**src/source/fetch_pkg.sv**
```systemverilog
`default_nettype none

package fetch_pkg;

  // byte address and instruction word
  typedef logic [31:0] addr_t;
  typedef logic [31:0] word_t;

  // unmapped mips segments
  localparam addr_t kseg0_base = 32'h8000_0000;
  localparam addr_t kseg1_base = 32'hA000_0000;
  localparam addr_t seg_size   = 32'h2000_0000;

  // axi read encodings
  typedef logic [7:0] axi_len_t;
  localparam logic [1:0] axi_burst_incr = 2'b01;
  localparam logic [2:0] axi_size_word  = 3'b010;

  // one memory read, len is beats minus one
  typedef struct packed {
    logic     req;
    addr_t    addr;
    axi_len_t len;
  } mem_req_t;

  typedef struct packed {
    logic  addr_ok;
    logic  data_ok;
    word_t rdata;
  } mem_resp_t;

  typedef struct packed {
    logic [3:0] arid;
    addr_t      araddr;
    axi_len_t   arlen;
    logic [2:0] arsize;
    logic [1:0] arburst;
    logic       arvalid;
  } axi_ar_t;

  typedef struct packed {
    word_t rdata;
    logic  rlast;
    logic  rvalid;
  } axi_r_t;

endpackage

`default_nettype wire

```
**src/source/seg_router.sv**
```systemverilog
`timescale 1ns/1ps
`default_nettype none

module seg_router #(
  parameter int line_words = 8
) (
  input  logic                clk,
  input  logic                rst_n,
  input  logic                cpu_req,
  input  fetch_pkg::addr_t    cpu_addr,
  output logic                cpu_addr_ok,
  output logic                cpu_data_ok,
  output fetch_pkg::word_t    cpu_rdata,
  output logic                cpu_addr_err,
  output fetch_pkg::mem_req_t cache_req,
  input  fetch_pkg::mem_resp_t cache_resp,
  input  fetch_pkg::mem_req_t refill_req,
  output fetch_pkg::mem_req_t mem_req,
  input  fetch_pkg::mem_resp_t mem_resp,
  output fetch_pkg::mem_resp_t refill_resp
);
  import fetch_pkg::*;

  typedef enum logic [1:0] {
    k_cached,
    k_uncached,
    k_error
  } kind_t;

  logic     in_kseg0;
  logic     in_kseg1;
  kind_t    kind_d;
  kind_t    kind_q;
  addr_t    paddr;
  addr_t    paddr_q;
  logic     busy;
  logic     unc_pend;
  logic     accept;
  axi_len_t burst_len;

  // fixed segment translation
  assign in_kseg0 = (cpu_addr >= kseg0_base) && (cpu_addr < kseg1_base);
  assign in_kseg1 = (cpu_addr >= kseg1_base) && (cpu_addr < kseg1_base + seg_size);
  assign paddr    = cpu_addr & (seg_size - 32'd1);

  always_comb begin
    if (in_kseg0) begin
      kind_d = k_cached;
    end else if (in_kseg1) begin
      kind_d = k_uncached;
    end else begin
      kind_d = k_error;
    end
  end

  // free only while nothing is in flight
  assign cpu_addr_ok = !busy && ((kind_d != k_cached) || cache_resp.addr_ok);
  assign accept      = cpu_req && cpu_addr_ok;

  assign cache_req.req  = cpu_req && !busy && (kind_d == k_cached);
  assign cache_req.addr = paddr;
  assign cache_req.len  = '0;

  always_ff @(posedge clk) begin
    if (!rst_n) begin
      busy     <= 1'b0;
      unc_pend <= 1'b0;
      kind_q   <= k_error;
    end else if (accept) begin
      busy     <= 1'b1;
      kind_q   <= kind_d;
      unc_pend <= (kind_d == k_uncached);
    end else begin
      if (cpu_data_ok) begin
        busy <= 1'b0;
      end
      // bridge took the single beat read
      if (mem_resp.addr_ok) begin
        unc_pend <= 1'b0;
      end
    end
  end

  always_ff @(posedge clk) begin
    if (accept) begin
      paddr_q <= paddr;
    end
  end

  // request side muxes, line burst or single beat
  assign burst_len = (kind_q == k_cached) ? axi_len_t'(line_words - 1) : '0;

  always_comb begin
    if (kind_q == k_cached) begin
      mem_req.req  = refill_req.req;
      mem_req.addr = refill_req.addr;
    end else begin
      mem_req.req  = unc_pend;
      mem_req.addr = paddr_q;
    end
    mem_req.len = burst_len;
  end

  assign refill_resp = (kind_q == k_cached) ? mem_resp : '0;

  // response side muxes
  always_comb begin
    case (kind_q)
      k_cached: begin
        cpu_data_ok = busy && cache_resp.data_ok;
        cpu_rdata   = cache_resp.rdata;
      end
      k_uncached: begin
        cpu_data_ok = busy && mem_resp.data_ok;
        cpu_rdata   = mem_resp.rdata;
      end
      default: begin
        // address error answers one cycle after accept
        cpu_data_ok = busy;
        cpu_rdata   = '0;
      end
    endcase
  end

  assign cpu_addr_err = busy && (kind_q == k_error);

endmodule

`default_nettype wire

```
**config.mk**
```make
export PLATFORM = sky130hd
export DESIGN_NAME = seg_router
export DESIGN_NICKNAME = d
export VERILOG_FILES = /design/src/source/fetch_pkg.sv /design/src/source/seg_router.sv
export SDC_FILE = /design/constraint.sdc
export NUM_CORES = 1
export LEC_CHECK = 0
export ABC_AREA = 1
export BUFFER_PORTS_ARGS = -buffer_cell sky130_fd_sc_hd__buf_2
export CAP_MARGIN = 20
export CORE_AREA = 10 10 107 109
export DETAILED_ROUTE_END_ITERATION = 8
export DIE_AREA = 0 0 117 119
export MAX_ROUTING_LAYER = met4
export PLACE_DENSITY = 0.81
export SLEW_MARGIN = 20
export SYNTH_ARGS = -nofsm -noshare
export SYNTH_HDL_FRONTEND = slang
export SYNTH_SLANG_ARGS = --single-unit
export TNS_END_PERCENT = 30
```
**constraint.sdc**
```tcl
create_clock -name clk -period 3.01 [get_ports clk]
set_input_delay 0.301 -clock clk [delete_from_list [all_inputs] [get_ports clk]]
set_output_delay 0.301 -clock clk [all_outputs]
set_load 0.02 [all_outputs]
```
==> impl_metrics.ini <==
[run_status]
outcome = finished clean

[setup_path]
cp_slowest_stage_delay_ns = 0.55
critPathMaxFanout = 33
cp_top_family = simple AND/OR/NAND/NOR gates
cp_num_cells = 4
worstSetupPathType = reg -> out
path_buf_inv = 1
worstPathCellList = nand2_1 -> o21ai_0 -> nor2_1 -> buf_2
start_kind = register
crit_path_top_delay_cell = nand2_1
cp-end-kind = output pin
crit_required_ns = 2.71
r2r_cells = 4
cp.arrival_ns = 1.97

[placement]
dp_cells = 697
place_hpwl_mm = 9.22
place.gp.congestion = 0.877
io_buffers = 270

[sta]
fin_tns_setup_ns = 0
slew_headroom_pct = 39.2
setup_viol = 0
hold-worst-slack_ns = 0.198
fmax_ghz = 0.441
drv_slew = 0
fin_skew_ns = 0.00620
rsz0062_at_grt = false
hold_violations = 0
min_period_ns = 2.27
period_share_pct = 75.4
tightest_slew_ns = 0.909

[die]
ios = 295
fp.dieW_um = 117
die_area_um2 = 13900
coreArea_um2 = 9460
start_util_pct = 29.0
std_cell_rows = 36
die_h_um = 119

[clocking]
cts_max_level = 2
clk_pin_slew_ns = 0.08
cts_root_buf = clkbuf_8
post-cts-setup-buffer-count = 0
insertion_delay_ns = 0.28
cts_buffer_depth = 2
cts_tree = done
cts_buffers = 5
clock_sinks = 33
holdBufCountCts = 0
cts_resized = 0

[detailed_routing]
drtIter0Drc = 169
drc_errors = 0
viasPerCell = 4.17
wire_per_inst_um = 15.2
wl_mm = 10.7
dr.pass1.iters = 4
drtAntennaViolNets = 0
vias = 2943

[final_layout]
fin_nets = 734
final_common_cell = buf_2
final_cells = 705
final_cell_mix = 270 x buf_2, 128 x nand2_1, 47 x inv_1
num-fill-cells = 988
drive_above_1_share_pct = 53.0
fin_util_pct = 41.5
syn_to_final_growth_pct = 43.4
diodes = 0

[job]
maxCapViolations = 0

[logic_synthesis]
synth_compound_area_share_pct = 7.13
synth_top_family_by_area = simple AND/OR/NAND/NOR gates
netlist-cell-type-count = 21
muxShareOfSynthArea_pct = 0
avgSynthCellArea_um2 = 7.63
synth_area_leaders = edfxtp_1 32%, nand2_1 18%, buf_4 13%
yosys_warnings = 0
ys_ff_latch = 33
synth_area_um2 = 2740
ys_seq_area_share_pct = 34.7
yosysTopAreaCellShare_pct = 31.8
synth_cells = 359
synth-xor-area-share_pct = 0
synthSimpleGateAreaFrac_pct = 32.4
synth_top_area_cell = edfxtp_1
synthAdderAreaFrac_pct = 0

[global_routing]
first_global_vias = 3050
gr-total-overflow = 0
gr-usage-all-layers_pct = 14.7
grt_max_degree = 68
antenna_found_initial = 0
grt_pass1_wl_mm = 15.9

[power_and_ir_drop]
vdd_drop_max_mv = 0.260
leakagePower_nw = 2.31
power_density_nw_per_um2 = 389

[hold_path]
hold_depth = 1
hold_class = in -> reg
==> final cells by class <==
class / instances / area [um^2] / share of cell area [%]
multi-input cells: 229 / 1150 / 29.3
inverters: 48 / 183 / 4.65
clock buffers: 5 / 68.8 / 1.75
well taps: 114 / 143 / 3.63
clock inverters: 3 / 46.3 / 1.18
flip-flops and latches: 33 / 951 / 24.2
repair buffers: 273 / 1390 / 35.3
==> report_power, final <==
group,internal [W],switching [W],leakage [nW]
registers,0.000530,0.00000808,0.311
clock network,0.000248,0.000171,0.0543
logic,0.000189,0.000380,1.95
total,0.000966,0.000559,2.31
==> final timing paths <==
check	slack, ns	from	endpoint
max	0.74	kind_q[0]	cpu_data_ok
min	0.20	cpu_addr[16]	paddr_q[16]
max reg2reg	1.27	kind_q[0]	busy
min reg2reg	0.51	busy	busy
==> sequential cells by signal, indices dropped and copies added, names as in the netlist <==
register  cells
unc_pend      1
busy          1
paddr_q      29
kind_q        2
==> layer usage <==
layer  part of all wire, %  GRT usage [%]
met5                     0              -
met4                   1.9           4.17
met3                    11           4.37
met2                    50           26.1
met1                    37           15.1
==> synthesized netlist by cell type, drive strengths merged <==
library cell / n
nand2: 128
buf: 61
inv: 48
nor2: 42
o21ai: 35
edfxtp: 29
a21oi: 4
dfxtp: 4
clkbuf: 3
conb: 1
nand3: 1
nand4: 1
nor3: 1
nor4: 1
==> worst reg2reg max path, stage by stage (launching register included) <==
cell     delay [ns]
dfxtp_1        0.42
nand2_1        0.56
o21ai_0        0.48
nand2_1        0.10
a21oi_1        0.13
==> cell families (layout without fill, tap and decap cells) <==
family                 after synthesis  after routing
flip-flops                          33             33
AO/OA/AOI/OAI                       39             39
other                                1             16
buffers and inverters              112            329
AND/OR/NAND/NOR                    174            174
==> stage by stage <==
step	area [um^2]	worst slack, ns	power, W
after floorplan	2800	1.44	0.000948
after global placement	3810	1.10	0.00112
after detailed placement	3810	1.08	0.00112
after CTS	3930	0.756	0.00155
after global routing	3930	0.545	0.00162
final	3930	0.742	0.00153
No activity file was read; power rests on OpenSTA's default activity.
