**src/source/fetch_pkg.sv**
```systemverilog
`default_nettype none

package fetch_pkg;

  // byte address and instruction word
  typedef logic [31:0] addr_t;
  typedef logic [31:0] word_t;

  // unmapped mips segments
  localparam addr_t kseg0_base = 32'h8000_0000;
  localparam addr_t kseg1_base = 32'hA000_0000;
  localparam addr_t seg_size   = 32'h2000_0000;

  // axi read encodings
  typedef logic [7:0] axi_len_t;
  localparam logic [1:0] axi_burst_incr = 2'b01;
  localparam logic [2:0] axi_size_word  = 3'b010;

  // one memory read, len is beats minus one
  typedef struct packed {
    logic     req;
    addr_t    addr;
    axi_len_t len;
  } mem_req_t;

  typedef struct packed {
    logic  addr_ok;
    logic  data_ok;
    word_t rdata;
  } mem_resp_t;

  typedef struct packed {
    logic [3:0] arid;
    addr_t      araddr;
    axi_len_t   arlen;
    logic [2:0] arsize;
    logic [1:0] arburst;
    logic       arvalid;
  } axi_ar_t;

  typedef struct packed {
    word_t rdata;
    logic  rlast;
    logic  rvalid;
  } axi_r_t;

endpackage

`default_nettype wire

```
**src/source/axi_read_bridge.sv**
```systemverilog
`timescale 1ns/1ps
`default_nettype none

module axi_read_bridge (
  input  logic                 clk,
  input  logic                 rst_n,
  input  fetch_pkg::mem_req_t  req,
  output fetch_pkg::mem_resp_t resp,
  output fetch_pkg::axi_ar_t   ar,
  input  logic                 arready,
  input  fetch_pkg::axi_r_t    r,
  output logic                 rready
);
  import fetch_pkg::*;

  typedef enum logic [1:0] {
    s_idle,
    s_addr,
    s_data
  } state_t;

  state_t   state;
  addr_t    addr_q;
  axi_len_t len_q;
  logic     ar_done;
  logic     r_beat;

  assign ar_done = (state == s_addr) && arready;
  assign r_beat  = (state == s_data) && r.rvalid;

  always_ff @(posedge clk) begin
    if (!rst_n) begin
      state <= s_idle;
    end else begin
      case (state)
        s_idle: begin
          if (req.req) begin
            state <= s_addr;
          end
        end
        s_addr: begin
          if (arready) begin
            state <= s_data;
          end
        end
        s_data: begin
          // burst ends on the beat flagged rlast
          if (r.rvalid && r.rlast) begin
            state <= s_idle;
          end
        end
        default: begin
          state <= s_idle;
        end
      endcase
    end
  end

  // address and length held for the whole burst
  always_ff @(posedge clk) begin
    if ((state == s_idle) && req.req) begin
      addr_q <= req.addr;
      len_q  <= req.len;
    end
  end

  assign ar.arid    = '0;
  assign ar.araddr  = addr_q;
  assign ar.arlen   = len_q;
  assign ar.arsize  = axi_size_word;
  assign ar.arburst = axi_burst_incr;
  assign ar.arvalid = (state == s_addr);

  assign rready = (state == s_data);

  // one addr_ok per AR handshake, one data_ok per beat
  assign resp.addr_ok = ar_done;
  assign resp.data_ok = r_beat;
  assign resp.rdata   = r.rdata;

endmodule

`default_nettype wire

```
**config.mk**
```make
export PLATFORM = sky130hd
export DESIGN_NAME = axi_read_bridge
export DESIGN_NICKNAME = d
export VERILOG_FILES = /design/src/source/fetch_pkg.sv /design/src/source/axi_read_bridge.sv
export SDC_FILE = /design/constraint.sdc
export NUM_CORES = 1
export LEC_CHECK = 0
export ABC_AREA = 1
export BUFFER_PORTS_ARGS = -buffer_cell sky130_fd_sc_hd__clkbuf_2
export CAP_MARGIN = 5
export CORE_UTILIZATION = 36
export CTS_BUF_LIST = sky130_fd_sc_hd__clkbuf_16
export DETAILED_ROUTE_END_ITERATION = 7
export PLACE_DENSITY = 0.8
export SLEW_MARGIN = 20
export SYNTH_ARGS = -nofsm -noshare
export SYNTH_HDL_FRONTEND = slang
export SYNTH_SLANG_ARGS = --single-unit
export TNS_END_PERCENT = 1
```
**constraint.sdc**
```tcl
create_clock -name clk -period 1.85 [get_ports clk]
set_input_delay 0.185 -clock clk [delete_from_list [all_inputs] [get_ports clk]]
set_output_delay 0.185 -clock clk [all_outputs]
set_load 0.005 [all_outputs]
```
==> metrics.md, run 1 <==
| Metric | Value |
|---|---|
| Status | finished clean |
| Initial antenna violation count | 0 |
| Clk Latency, worst-skew pair | 0.27 ns |
| Hold buffers post-CTS | 0 |
| CTS root buffer | clkbuf_16 |
| Total die area | 4870 um2 |
| Placed instance count | 211 |
| Count of state elements after synthesis | 42 |
| Global-route wire length before repair | 4900 um |
| Total CTS buffers | 5 |
| Crit end category | flop |
| Unique cell type count in the Yosys netlist | 13 |
| Post-CTS sizing | 0 |
| Vias | 929 |
| Clk slew on worst S/H paths | 0.06 ns |
| P&R area growth vs syn | 23.8% |
| Synth warnings | 0 |
| Post-Route Skew | 0.00284 ns |
| Grt ovf | 0 |
| Detailed-route wire length per cell | 16.3 um |
| 1st-iter DRT viols | 69 |
| Cells after synthesis | 104 |
| Setup_tns | 0 ns |
| Hold WC Path Type | in -> reg |
| GPL Wtd Cong | 0.846 |
| Critical path arrival | 1.19 ns |
| Post-route ant nets | 0 |
| Post-synthesis sequential area ratio | 75.0% |
| Core ar. | 4380 um2 |
| Hold WS | 0.0794 ns |
| Nets@finish | 244 |
| Total Routing Usage GR | 13.9% |
| Top-level I/O count | 163 |
| Tcrit/Tclk final | 67.1% |
| Max frequency | 0.806 GHz |
| RSZ-0062 raised after global routing | false |
| # rows | 24 |
| Largest net degree at the start of global routing | 25 |
| N_diodes | 0 |
| Vias per inst | 4.24 |
| Clock buffer depth | 2 |
| Setup Buffers After CTS | 0 |
| Final setup fails | 0 |
| Drt pass-1 iters | 3 |
| VDD IR max | 0.411 mV |
| CTS sink cnt | 42 |
| Die height | 69.8 um |
| Cell Area, Synth | 1660 um2 |
| Most frequent cells in the layout | 89 x clkbuf_2, 40 x edfxtp_1, 9 x conb_1, 6 x inv_1, 5 x clkbuf_16 |
| Hold Vio Cnt, Final | 0 |
| Initial Util | 37.8% |
| DPL Wire Length | 2930 um |
| Max_cap viols | 0 |
| Pleak | 0.951 nW |
| Routed WL | 3560 um |
| Synthesized area per cell | 15.9 um2 |
| Vias in the first global route | 900 |
| IO buf count | 89 |
| Fin. max-slew vios | 0 |
| Horiz. Die Dim | 69.8 um |
| H-tree lvl count | 2 |
| Clock tree from TritonCTS | done |
| Worst setup SP type | flop |
| Most common cell after layout, fill and taps aside | clkbuf_2 |
| Cell Count, Final, Fillers Out | 219 |
| Power density over the cells | 1110 nW/um2 |
| Share of cells above drive strength 1 | 60.5% |
| Post-route DRC violation count | 0 |
| Worst-path maximum fanout | 24 |
| Required time worst endpoint | 1.80 ns |
| CP Class | reg -> reg |
| Filler cell count | 406 |
| Tmin final | 1.24 ns |
[state kept, by name, summed over array words and instances (netlist names)]
signal,flops
len_q,8
state,2
addr_q,32
[path summary, 6_finish.rpt]
kind | startpoint | end | slack (ns) | cells past startpoint
worst max-delay path | state[0] | addr_q[4] | 0.61 | 4
worst min register to register | state[1] | state[1] | 0.54 | 2
worst min-delay path | req[39] | addr_q[31] | 0.08 | 1
worst max register to register | state[0] | addr_q[4] | 0.61 | 4
[metal layers]
metal,track usage (%),part of all wire (%),up-vias
met3,8.58,14,5
met2,25.6,55,81
li1,-,-,421
met1,11.8,30,422
met5,0,0,-
met4,5.33,1.3,0
[cells in the mapped netlist (all sizes together)]
cell type  number  area [um2]
nand3b          1        7.51
conb            2        7.51
and3            1        6.26
dfxtp           2        40.0
inv             6        22.5
buf            43         323
nand2           3        11.3
edfxtp         40        1200
nand3           2        15.0
nor2            2        7.51
a21oi           2        13.8
[area by class of cell]
| class | count | area, um2 | area share [%] |
|---|---|---|---|
| clock buffer | 5 | 125 | 6.10 |
| inverter | 6 | 22.5 | 1.10 |
| timing repair buffer | 91 | 460 | 22.5 |
| clock inverter | 3 | 40.0 | 1.95 |
| sequential | 42 | 1240 | 60.6 |
| tap | 52 | 65.1 | 3.17 |
| multi-input combinational | 20 | 95.1 | 4.64 |
[stage by stage]
stage	area, um2	setup slack, ns	util (%)	total power [W]
after floorplan	1680	0.178	-	0.00128
after CTS	2050	0.609	46.7	0.00230
after global routing	2050	0.540	46.7	0.00235
after global placement	1880	0.660	43.0	0.00133
after detailed placement	1880	0.614	43.0	0.00134
final	2050	0.609	46.7	0.00226
[critical path: stages, from the launching register on]
cell     delay, ns
dfxtp_1       0.36
nor2_1        0.10
nand2_1       0.08
inv_1         0.07
buf_4         0.29
[where the power goes]
group	leakage (nW)	total [W]	switching (W)	internal, W
clock	0.0836	0.000953	0.000323	0.000630
combinational	0.468	0.000168	0.0000851	0.0000829
sequential	0.399	0.00114	0.0000207	0.00112
total	0.951	0.00226	0.000429	0.00184
[cells by family (layout without fill, tap and decap cells)]
logic type | after synthesis | in the layout | synth area share (%)
and+or+nand+nor | 9 | 9 | 2.87
other | 2 | 9 | 0.454
DFF | 42 | 42 | 75.0
buffers and inverters | 49 | 105 | 20.9
AOI/OAI and AO/OA | 2 | 2 | 0.831
No activity file was read; power rests on OpenSTA's default activity.
==> run 2, diff against run 1 <==
--- a/config.mk
+++ b/config.mk
@@ -5,13 +5,13 @@
 export SDC_FILE = /design/constraint.sdc
 export NUM_CORES = 1
 export LEC_CHECK = 0
-export ABC_AREA = 1
+export ABC_AREA = 0
 export BUFFER_PORTS_ARGS = -buffer_cell sky130_fd_sc_hd__clkbuf_2
 export CAP_MARGIN = 5
-export CORE_UTILIZATION = 36
+export CORE_UTILIZATION = 32
 export CTS_BUF_LIST = sky130_fd_sc_hd__clkbuf_16
 export DETAILED_ROUTE_END_ITERATION = 7
-export PLACE_DENSITY = 0.8
+export PLACE_DENSITY = 0.76
 export SLEW_MARGIN = 20
 export SYNTH_ARGS = -nofsm -noshare
 export SYNTH_HDL_FRONTEND = slang
==> constraint.sdc (replaced) <==
create_clock -name clk -period 1.1 [get_ports clk]
set_input_delay 0.11 -clock clk [delete_from_list [all_inputs] [get_ports clk]]
set_output_delay 0.11 -clock clk [all_outputs]
set_load 0.005 [all_outputs]
==> metrics.md, run 2 <==
| Metric | Value |
|---|---|
| Start point of the worst hold path | req[5] (was req[39]) |
| Worst setup SP type | flop (unchanged) |
| Setup ws final | -0.141 ns (was 0.609 ns) |
| Hold WS | 0.00838 ns (was 0.0794 ns) |
| Cells after synthesis | 97 (was 104) |
| RR Endpoint | addr_q[3] (was addr_q[4]) |
| Compound-gate portion of the synthesized area | 0.913% (was 0.831%) |
| Synth top cells by count | 43 x buf_4, 40 x edfxtp_1, 2 x conb_1, 2 x dfxtp_1, 2 x nor3b_1 (was 43 x buf_4, 40 x edfxtp_1, 6 x inv_1, 3 x nand2_1) |
| Crit end category | output port (was flop) |
| Total Routing Usage GR | 11.6% (was 13.9%) |
| Status | complete, but fails checks (was finished clean) |
| Crit-path max cell delay | 0.34 ns (was 0.36 ns) |
| Adder-cell share of the synthesized area | 0% (unchanged) |
| Final setup fails | 44 (was 0) |
| Overall power | 0.00380 W (was 0.00226 W) |
| Max frequency | 0.806 GHz |
| Pleak | 0.990 nW (was 0.951 nW) |
| Power density over the cells | 1730 nW/um2 (was 1110 nW/um2) |
| GPL Wtd Cong | 0.702 (was 0.846) |
| Tmin final | 1.24 ns |
| Clock buffer depth | 2 (unchanged) |
| Asr flop ratio synth | 0% (unchanged) |
| CP Class | reg -> out (was reg -> reg) |
| Hold WC Path Type | in -> reg (unchanged) |
| P&R area growth vs syn | 33.5% (was 23.8%) |
| Synth warnings | 0 (unchanged) |
| Clk slew on worst S/H paths | 0.06 ns (about the same) |
| Most common cell in the netlist | buf_4 (unchanged) |
| Synth Area in Simple Gates | 2.74% (was 2.87%) |
| VDD IR max | 1.16 mV (was 0.411 mV) |
| Grt ovf | 0 (unchanged) |
| Hold Vio Cnt, Final | 0 (unchanged) |
| Initial antenna violation count | 0 (unchanged) |
| Main synth FF type | edfxtp_1 (unchanged) |
| Largest net degree at the start of global routing | 17 (was 25) |
| Vias in the first global route | 853 (was 900) |
| CP Cell Sequence | buf_6 -> and2b_1 -> and2_4 -> buf_6 (was nor2_1 -> nand2_1 -> inv_1 -> buf_4) |
| Worst r2r src | state[0] (unchanged) |
| Worst-case reg-to-reg path depth | 3 (was 4) |
| N_diodes | 0 (unchanged) |
| 1st-iter DRT viols | 58 (was 69) |
| Biggest register | addr_q (unchanged) |
| Max_cap viols | 0 (unchanged) |
| Mux contribution to synthesized area | 0.608% (was 0%) |
| CTS sink cnt | 42 (unchanged) |
| Unique cell type count in the Yosys netlist | 13 (unchanged) |
| DPL Wire Length | 2800 um (was 2930 um) |
| Max reg flops | 32 (unchanged) |
| EDFF count, synth | 40 (unchanged) |
| Clk Latency, worst-skew pair | 0.27 ns (about the same) |
| Post-Route Skew | 0.00382 ns (was 0.00284 ns) |
| Vias | 946 (was 929) |
| IO buf count | 89 (unchanged) |
| Nets@finish | 248 (was 244) |
| Post-route ant nets | 0 (unchanged) |
| Top-level I/O count | 163 (unchanged) |
| Required time worst endpoint | 0.99 ns (was 1.80 ns) |
| Core ar. | 4850 um2 (was 4380 um2) |
| Total CTS buffers | 5 (unchanged) |
| Post-route DRC violation count | 0 (unchanged) |
| Post-Synth XOR/XNOR Area | 0% (unchanged) |
| Violated checks | setup timing |
| # rows | 25 (was 24) |
| Worst-path maximum fanout | 3 (was 24) |
| Initial Util | 33.9% (was 37.8%) |
| Hold Path End | len_q[5] (was addr_q[31]) |
| Count of state elements after synthesis | 42 (unchanged) |
| Reg2reg setup slack | -0.11 ns (was 0.61 ns) |
| GR peak layer | met2 (unchanged) |
| Most used cell, CP | buf_6 |
| Dominant cell type by area after synthesis | edfxtp_1 (unchanged) |
| Cell Area, Synth | 1650 um2 (was 1660 um2) |
| Hold Crit Depth | 1 (unchanged) |
| Global-route wire length before repair | 4280 um (was 4900 um) |
| Synthesized area per cell | 17.0 um2 (was 15.9 um2) |
| Total die area | 5430 um2 (was 4870 um2) |
| Post-synthesis sequential area ratio | 75.4% (was 75.0%) |
| Detailed-route wire length per cell | 14.3 um (was 16.3 um) |
| H-tree lvl count | 2 (unchanged) |
| Critical path arrival | 1.13 ns (was 1.19 ns) |
| Routed WL | 3400 um (was 3560 um) |
| Slowest-stage cell, CP | dfxtp_2 (was dfxtp_1) |
| Most common cell after layout, fill and taps aside | clkbuf_2 (unchanged) |
| Grt met2 use | 21.0% (was 25.6%) |
| Tcrit/Tclk final | 113% |
| Main combinational cell family by area after synthesis | buffers and inverters (unchanged) |
| Share of cells above drive strength 1 | 64.7% (was 60.5%) |
| Clock tree from TritonCTS | done (unchanged) |
| Synth top area share | 73.0% (was 72.6%) |
| CTS root buffer | clkbuf_16 (unchanged) |
| Drt pass-1 iters | 3 (unchanged) |
| RSZ-0062 raised after global routing | true (was false) |
| Synth area leaders | edfxtp_1 73%, buf_4 20%, dfxtp_1 2.4% (unchanged) |
| Met3 Use GR | 7.41% (was 8.58%) |
| Most frequent cells in the layout | 88 x clkbuf_2, 40 x edfxtp_1, 9 x conb_1, 7 x buf_6, 5 x clkbuf_16 (was 89 x clkbuf_2, 40 x edfxtp_1, 9 x conb_1, 6 x inv_1, 5 x clkbuf_16) |
| Horiz. Die Dim | 73.7 um (was 69.8 um) |
| Met1 usage | 10.0% (was 11.8%) |
| Die height | 73.7 um (was 69.8 um) |
| Vias per inst | 3.99 (was 4.24) |
| Fin. max-slew vios | 0 (unchanged) |
| Largest regs | addr_q: 32 flops, len_q: 8 flops, state: 2 flops (unchanged) |
## run 2: cell count changes after synthesis, moves of 2 or more
cell     before  now
nand2_1       3    0
nor2_1        2    0
inv_1         6    1
nor3b_1       0    2
## run 2: metrics by stage
step | instances | TNS [ns] | util [%] | cell area (um2) | setup slack [ns]
after floorplan | 104 | -29.30 | - | 1680 | -0.733
after global placement | 222 | -0.426 | 39.8 | 1930 | -0.0274
after detailed placement | 222 | -1.00 | 39.8 | 1930 | -0.0490
after CTS | 233 | -5.70 | 44.1 | 2140 | -0.144
after global routing | 237 | -7.31 | 45.3 | 2200 | -0.181
final | 237 | -4.62 | 45.3 | 2200 | -0.141
## run 2: per-layer routing
layer / part of all wire (%) / wire [um] / up-vias
met1: 28 / 950 / 417
met3: 16 / 550 / 2
met4: 0.44 / 15 / 0
li1: - / - / 429
met5: 0 / 0 / -
met2: 55 / 1880 / 98
## run 2: worst max path at each step
stage               startpoint    endpoint  slack, ns
global placement      state[0]  addr_q[19]      -0.03
floorplan             state[0]   addr_q[0]      -0.73
global route          state[0]    resp[32]      -0.18
detailed placement    state[0]  addr_q[28]      -0.05
CTS                   state[0]  addr_q[28]      -0.14
finish                state[0]    resp[32]      -0.14
## run 2: worst max-delay path: cells and delay by family (launching register included)
family | cells | cell delay [ns]
and+or+nand+nor | 2 | 0.32
DFF | 1 | 0.34
buffers and inverters | 2 | 0.21
## run 2: report_power, final
group | switching, W | internal, W | leakage (nW) | total [W]
sequential | 0.0000304 | 0.00189 | 0.399 | 0.00192
clock | 0.000499 | 0.00105 | 0.0773 | 0.00155
combinational | 0.000147 | 0.000187 | 0.513 | 0.000334
total | 0.000677 | 0.00312 | 0.990 | 0.00380
## run 2: logic make-up (layout without fill, tap and decap cells)
logic type / count (synthesis) / in the layout
buffers and inverters: 44 / 110
and+or+nand+nor: 6 / 6
DFF: 42 / 42
muxes: 1 / 1
other: 2 / 9
AOI/OAI and AO/OA: 2 / 2
## run 2: repair_timing
| action | CTS | global route |
|---|---|---|
| pin swaps | 1 | 1 |
| hold buffers | 0 | 4 |
| cloned | 0 | 0 |
| setup buffers | 4 | 0 |
| hold endpoints to repair | 0 | 4 |
| gates resized for setup | 7 | 4 |
| setup endpoints to repair | 34 | 45 |
## run 2: area by class of cell
cell class	count	area (um2)
sequential	42	1240
inverter	1	3.75
multi-input combinational	18	124
clock buffer	5	125
timing repair buffer	102	582
tap	67	83.8
fill	451	2650
clock inverter	2	33.8
==> run 3, diff against run 2 <==
--- a/config.mk
+++ b/config.mk
@@ -8,10 +8,10 @@
 export ABC_AREA = 0
 export BUFFER_PORTS_ARGS = -buffer_cell sky130_fd_sc_hd__clkbuf_2
 export CAP_MARGIN = 5
-export CORE_UTILIZATION = 32
-export CTS_BUF_LIST = sky130_fd_sc_hd__clkbuf_16
+export CORE_UTILIZATION = 33
+export CTS_BUF_LIST = sky130_fd_sc_hd__clkbuf_8
 export DETAILED_ROUTE_END_ITERATION = 7
-export PLACE_DENSITY = 0.76
+export PLACE_DENSITY = 0.78
 export SLEW_MARGIN = 20
 export SYNTH_ARGS = -nofsm -noshare
 export SYNTH_HDL_FRONTEND = slang
==> metrics.md, run 3 (synthesis results as in run 2) <==
| Metric | Value |
|---|---|
| Status | complete, but fails checks (unchanged) |
| Violated checks | setup timing (unchanged) |
| RR Endpoint | addr_q[20] (was addr_q[3]) |
| Clock tree from TritonCTS | done (unchanged) |
| Core ar. | 4750 um2 (was 4850 um2) |
| Post-Route Skew | 0.00673 ns (was 0.00382 ns) |
| Crit-path max cell delay | 0.33 ns (was 0.34 ns) |
| Biggest register | addr_q (unchanged) |
| RSZ-0062 raised after global routing | true (unchanged) |
| Drt pass-1 iters | 4 (was 3) |
| Share of cells above drive strength 1 | 53.6% (was 64.7%) |
| Clock power share | 28.0% (was 40.7%) |
| 1st-iter DRT viols | 30 (was 58) |
| Switching pwr | 0.000709 W (was 0.000677 W) |
| Detailed-route wire length per cell | 15.5 um (was 14.3 um) |
| Crit. path cell count | 4 (unchanged) |
| Vias per inst | 4.05 (was 3.99) |
| Final setup fails | 44 (unchanged) |
| CP bufs+invs | 2 (unchanged) |
| Hold WC Path Type | in -> reg (unchanged) |
| CP startpoint | state[0] (unchanged) |
| Hold Vio Cnt, Final | 0 (unchanged) |
| Largest regs | addr_q: 32 flops, len_q: 8 flops, state: 2 flops (unchanged) |
| Placed inst area | 1950 um2 (was 1930 um2) |
| # rows | 25 (unchanged) |
| Reg2reg setup slack | -0.15 ns (was -0.11 ns) |
| Setup ws final | -0.223 ns (was -0.141 ns) |
| Vias in the first global route | 1088 (was 853) |
| Horiz. Die Dim | 72.6 um (was 73.7 um) |
| CTS root buffer | clkbuf_8 (was clkbuf_16) |
| Clock buffer depth | 2 (unchanged) |
| GPL Wtd Cong | 0.694 (was 0.702) |
| Total Routing Usage GR | 15.5% (was 11.6%) |
| Pre-CTS WS | -0.0361 ns (was -0.0490 ns) |
| Sequential share of power | 58.1% (was 50.5%) |
| Design area | 2480 um2 (was 2200 um2) |
| IO buf count | 89 (unchanged) |
| Clk Latency, worst-skew pair | 0.29 ns (was 0.27 ns) |
| Combinational share of power | 13.9% (was 8.8%) |
| P&R area growth vs syn | 51.0% (was 33.5%) |
| Die height | 72.6 um (was 73.7 um) |
| Routed WL | 4240 um (was 3400 um) |
| Worst-case reg-to-reg path depth | 3 (unchanged) |
| Max reg flops | 32 (unchanged) |
| Tmin final | 1.32 ns (was 1.24 ns) |
| Global-route wire length before repair | 5580 um (was 4280 um) |
| Slowest-stage cell, CP | dfxtp_2 (unchanged) |
| CP delay by family, top | simple AND/OR/NAND/NOR gates (was flip-flops) |
| Max frequency | 0.756 GHz (was 0.806 GHz) |
| CTS sink cnt | 42 (unchanged) |
| Grt ovf | 0 (unchanged) |
| CP Cell Sequence | buf_6 -> and2b_1 -> and2_4 -> buf_6 (unchanged) |
| Post-route ant nets | 0 (unchanged) |
| Worst r2r src | state[0] (unchanged) |
| VDD IR max | 0.656 mV (was 1.16 mV) |
| Top-level I/O count | 163 (unchanged) |
| Pleak | 1.11 nW (was 0.990 nW) |
| CP Class | reg -> out (unchanged) |
| Max_cap viols | 0 (unchanged) |
| Fin. max-slew vios | 0 (unchanged) |
| DPL Wire Length | 2880 um (was 2800 um) |
| N_diodes | 0 (unchanged) |
| Most common cell after layout, fill and taps aside | clkbuf_2 (unchanged) |
| Filler cell count | 408 (was 451) |
| Most used cell, CP | buf_6 (unchanged) |
| Total CTS buffers | 5 (unchanged) |
| Critical path arrival | 1.21 ns (was 1.13 ns) |
| Most frequent cells in the layout | 88 x clkbuf_2, 40 x edfxtp_1, 39 x dlygate4sd3_1, 9 x conb_1 (was 88 x clkbuf_2, 40 x edfxtp_1, 9 x conb_1, 7 x buf_6, 5 x clkbuf_16) |
| Tcrit/Tclk final | 120% (was 113%) |
| Post-route DRC violation count | 0 (unchanged) |
| Crit end category | output port (unchanged) |
| Nets@finish | 284 (was 248) |
| H-tree lvl count | 2 (unchanged) |
| Largest net degree at the start of global routing | 21 (was 17) |
| Required time worst endpoint | 0.99 ns (about the same) |
| Initial Util | 34.6% (was 33.9%) |
| Total die area | 5270 um2 (was 5430 um2) |
| Worst setup SP type | flop (unchanged) |
| Int Power | 0.00259 W (was 0.00312 W) |
| Critical Path End | resp[32] (unchanged) |
| Worst-path maximum fanout | 3 (unchanged) |
| Vias | 1109 (was 946) |
| Sw frac | 21.5% (was 17.8%) |
| Power density over the cells | 1330 nW/um2 (was 1730 nW/um2) |
| Clk slew on worst S/H paths | 0.07 ns (was 0.06 ns) |
| Initial antenna violation count | 0 (unchanged) |
-- run 3: area by class of cell --
class / instances / area, um2 / share of cell area, %
well taps: 67 / 83.8 / 3.37
clock buffers: 5 / 68.8 / 2.77
multi-input cells: 18 / 119 / 4.78
flip-flops and latches: 42 / 1240 / 50.1
clock inverters: 3 / 12.5 / 0.504
repair buffers: 138 / 953 / 38.4
inverters: 1 / 3.75 / 0.151
-- run 3: worst min path at each step --
stage	startpoint	to	slack, ns	depth (start not counted)
detailed placement	r[14]	resp[12]	0.22	0
floorplan	req[8]	addr_q[0]	0.21	0
CTS	req[36]	addr_q[28]	0.004	1
finish	req[15]	addr_q[7]	0.02	1
global route	req[15]	addr_q[7]	0.006	1
global placement	r[14]	resp[12]	0.22	0
-- run 3: metrics by stage --
step	std cells	power (W)	util [%]	hold WS [ns]	TNS, ns
finish	274	0.00329	52.3	0.0181	-6.17
detailed placement	221	0.00227	40.9	0.220	-1.34
global route	274	0.00345	52.3	0.00633	-7.66
global placement	221	0.00225	40.9	0.220	-0.520
CTS	269	0.00330	51.1	0.00387	-6.54
floorplan	104	0.00215	-	0.209	-29.30
-- run 3: routing by layer --
metal,GRT usage (%),vias to the layer above,wire length (um)
li1,-,501,-
met1,13.5,494,1300
met2,27.4,104,2290
met3,8.84,10,548
met4,9.15,0,106
met5,0,-,0
-- run 3: power by group through the flow --
stage	logic, W	registers [W]	clock network (W)
after floorplan	0.000185	0.00197	0
after global placement	0.000310	0.00194	0
after detailed placement	0.000318	0.00195	0
after CTS	0.000439	0.00191	0.000947
after global routing	0.000494	0.00192	0.00104
final	0.000459	0.00191	0.000923
-- run 3: timing repair --
action / in CTS / in global routing
hold buffers: 36 / 3
endpoints found under the setup margin: 44 / 44
pin swaps: 1 / 2
setup buffers: 4 / 2
resized for setup: 5 / 2
hold endpoints to repair: 36 / 3
gates cloned: 0 / 0
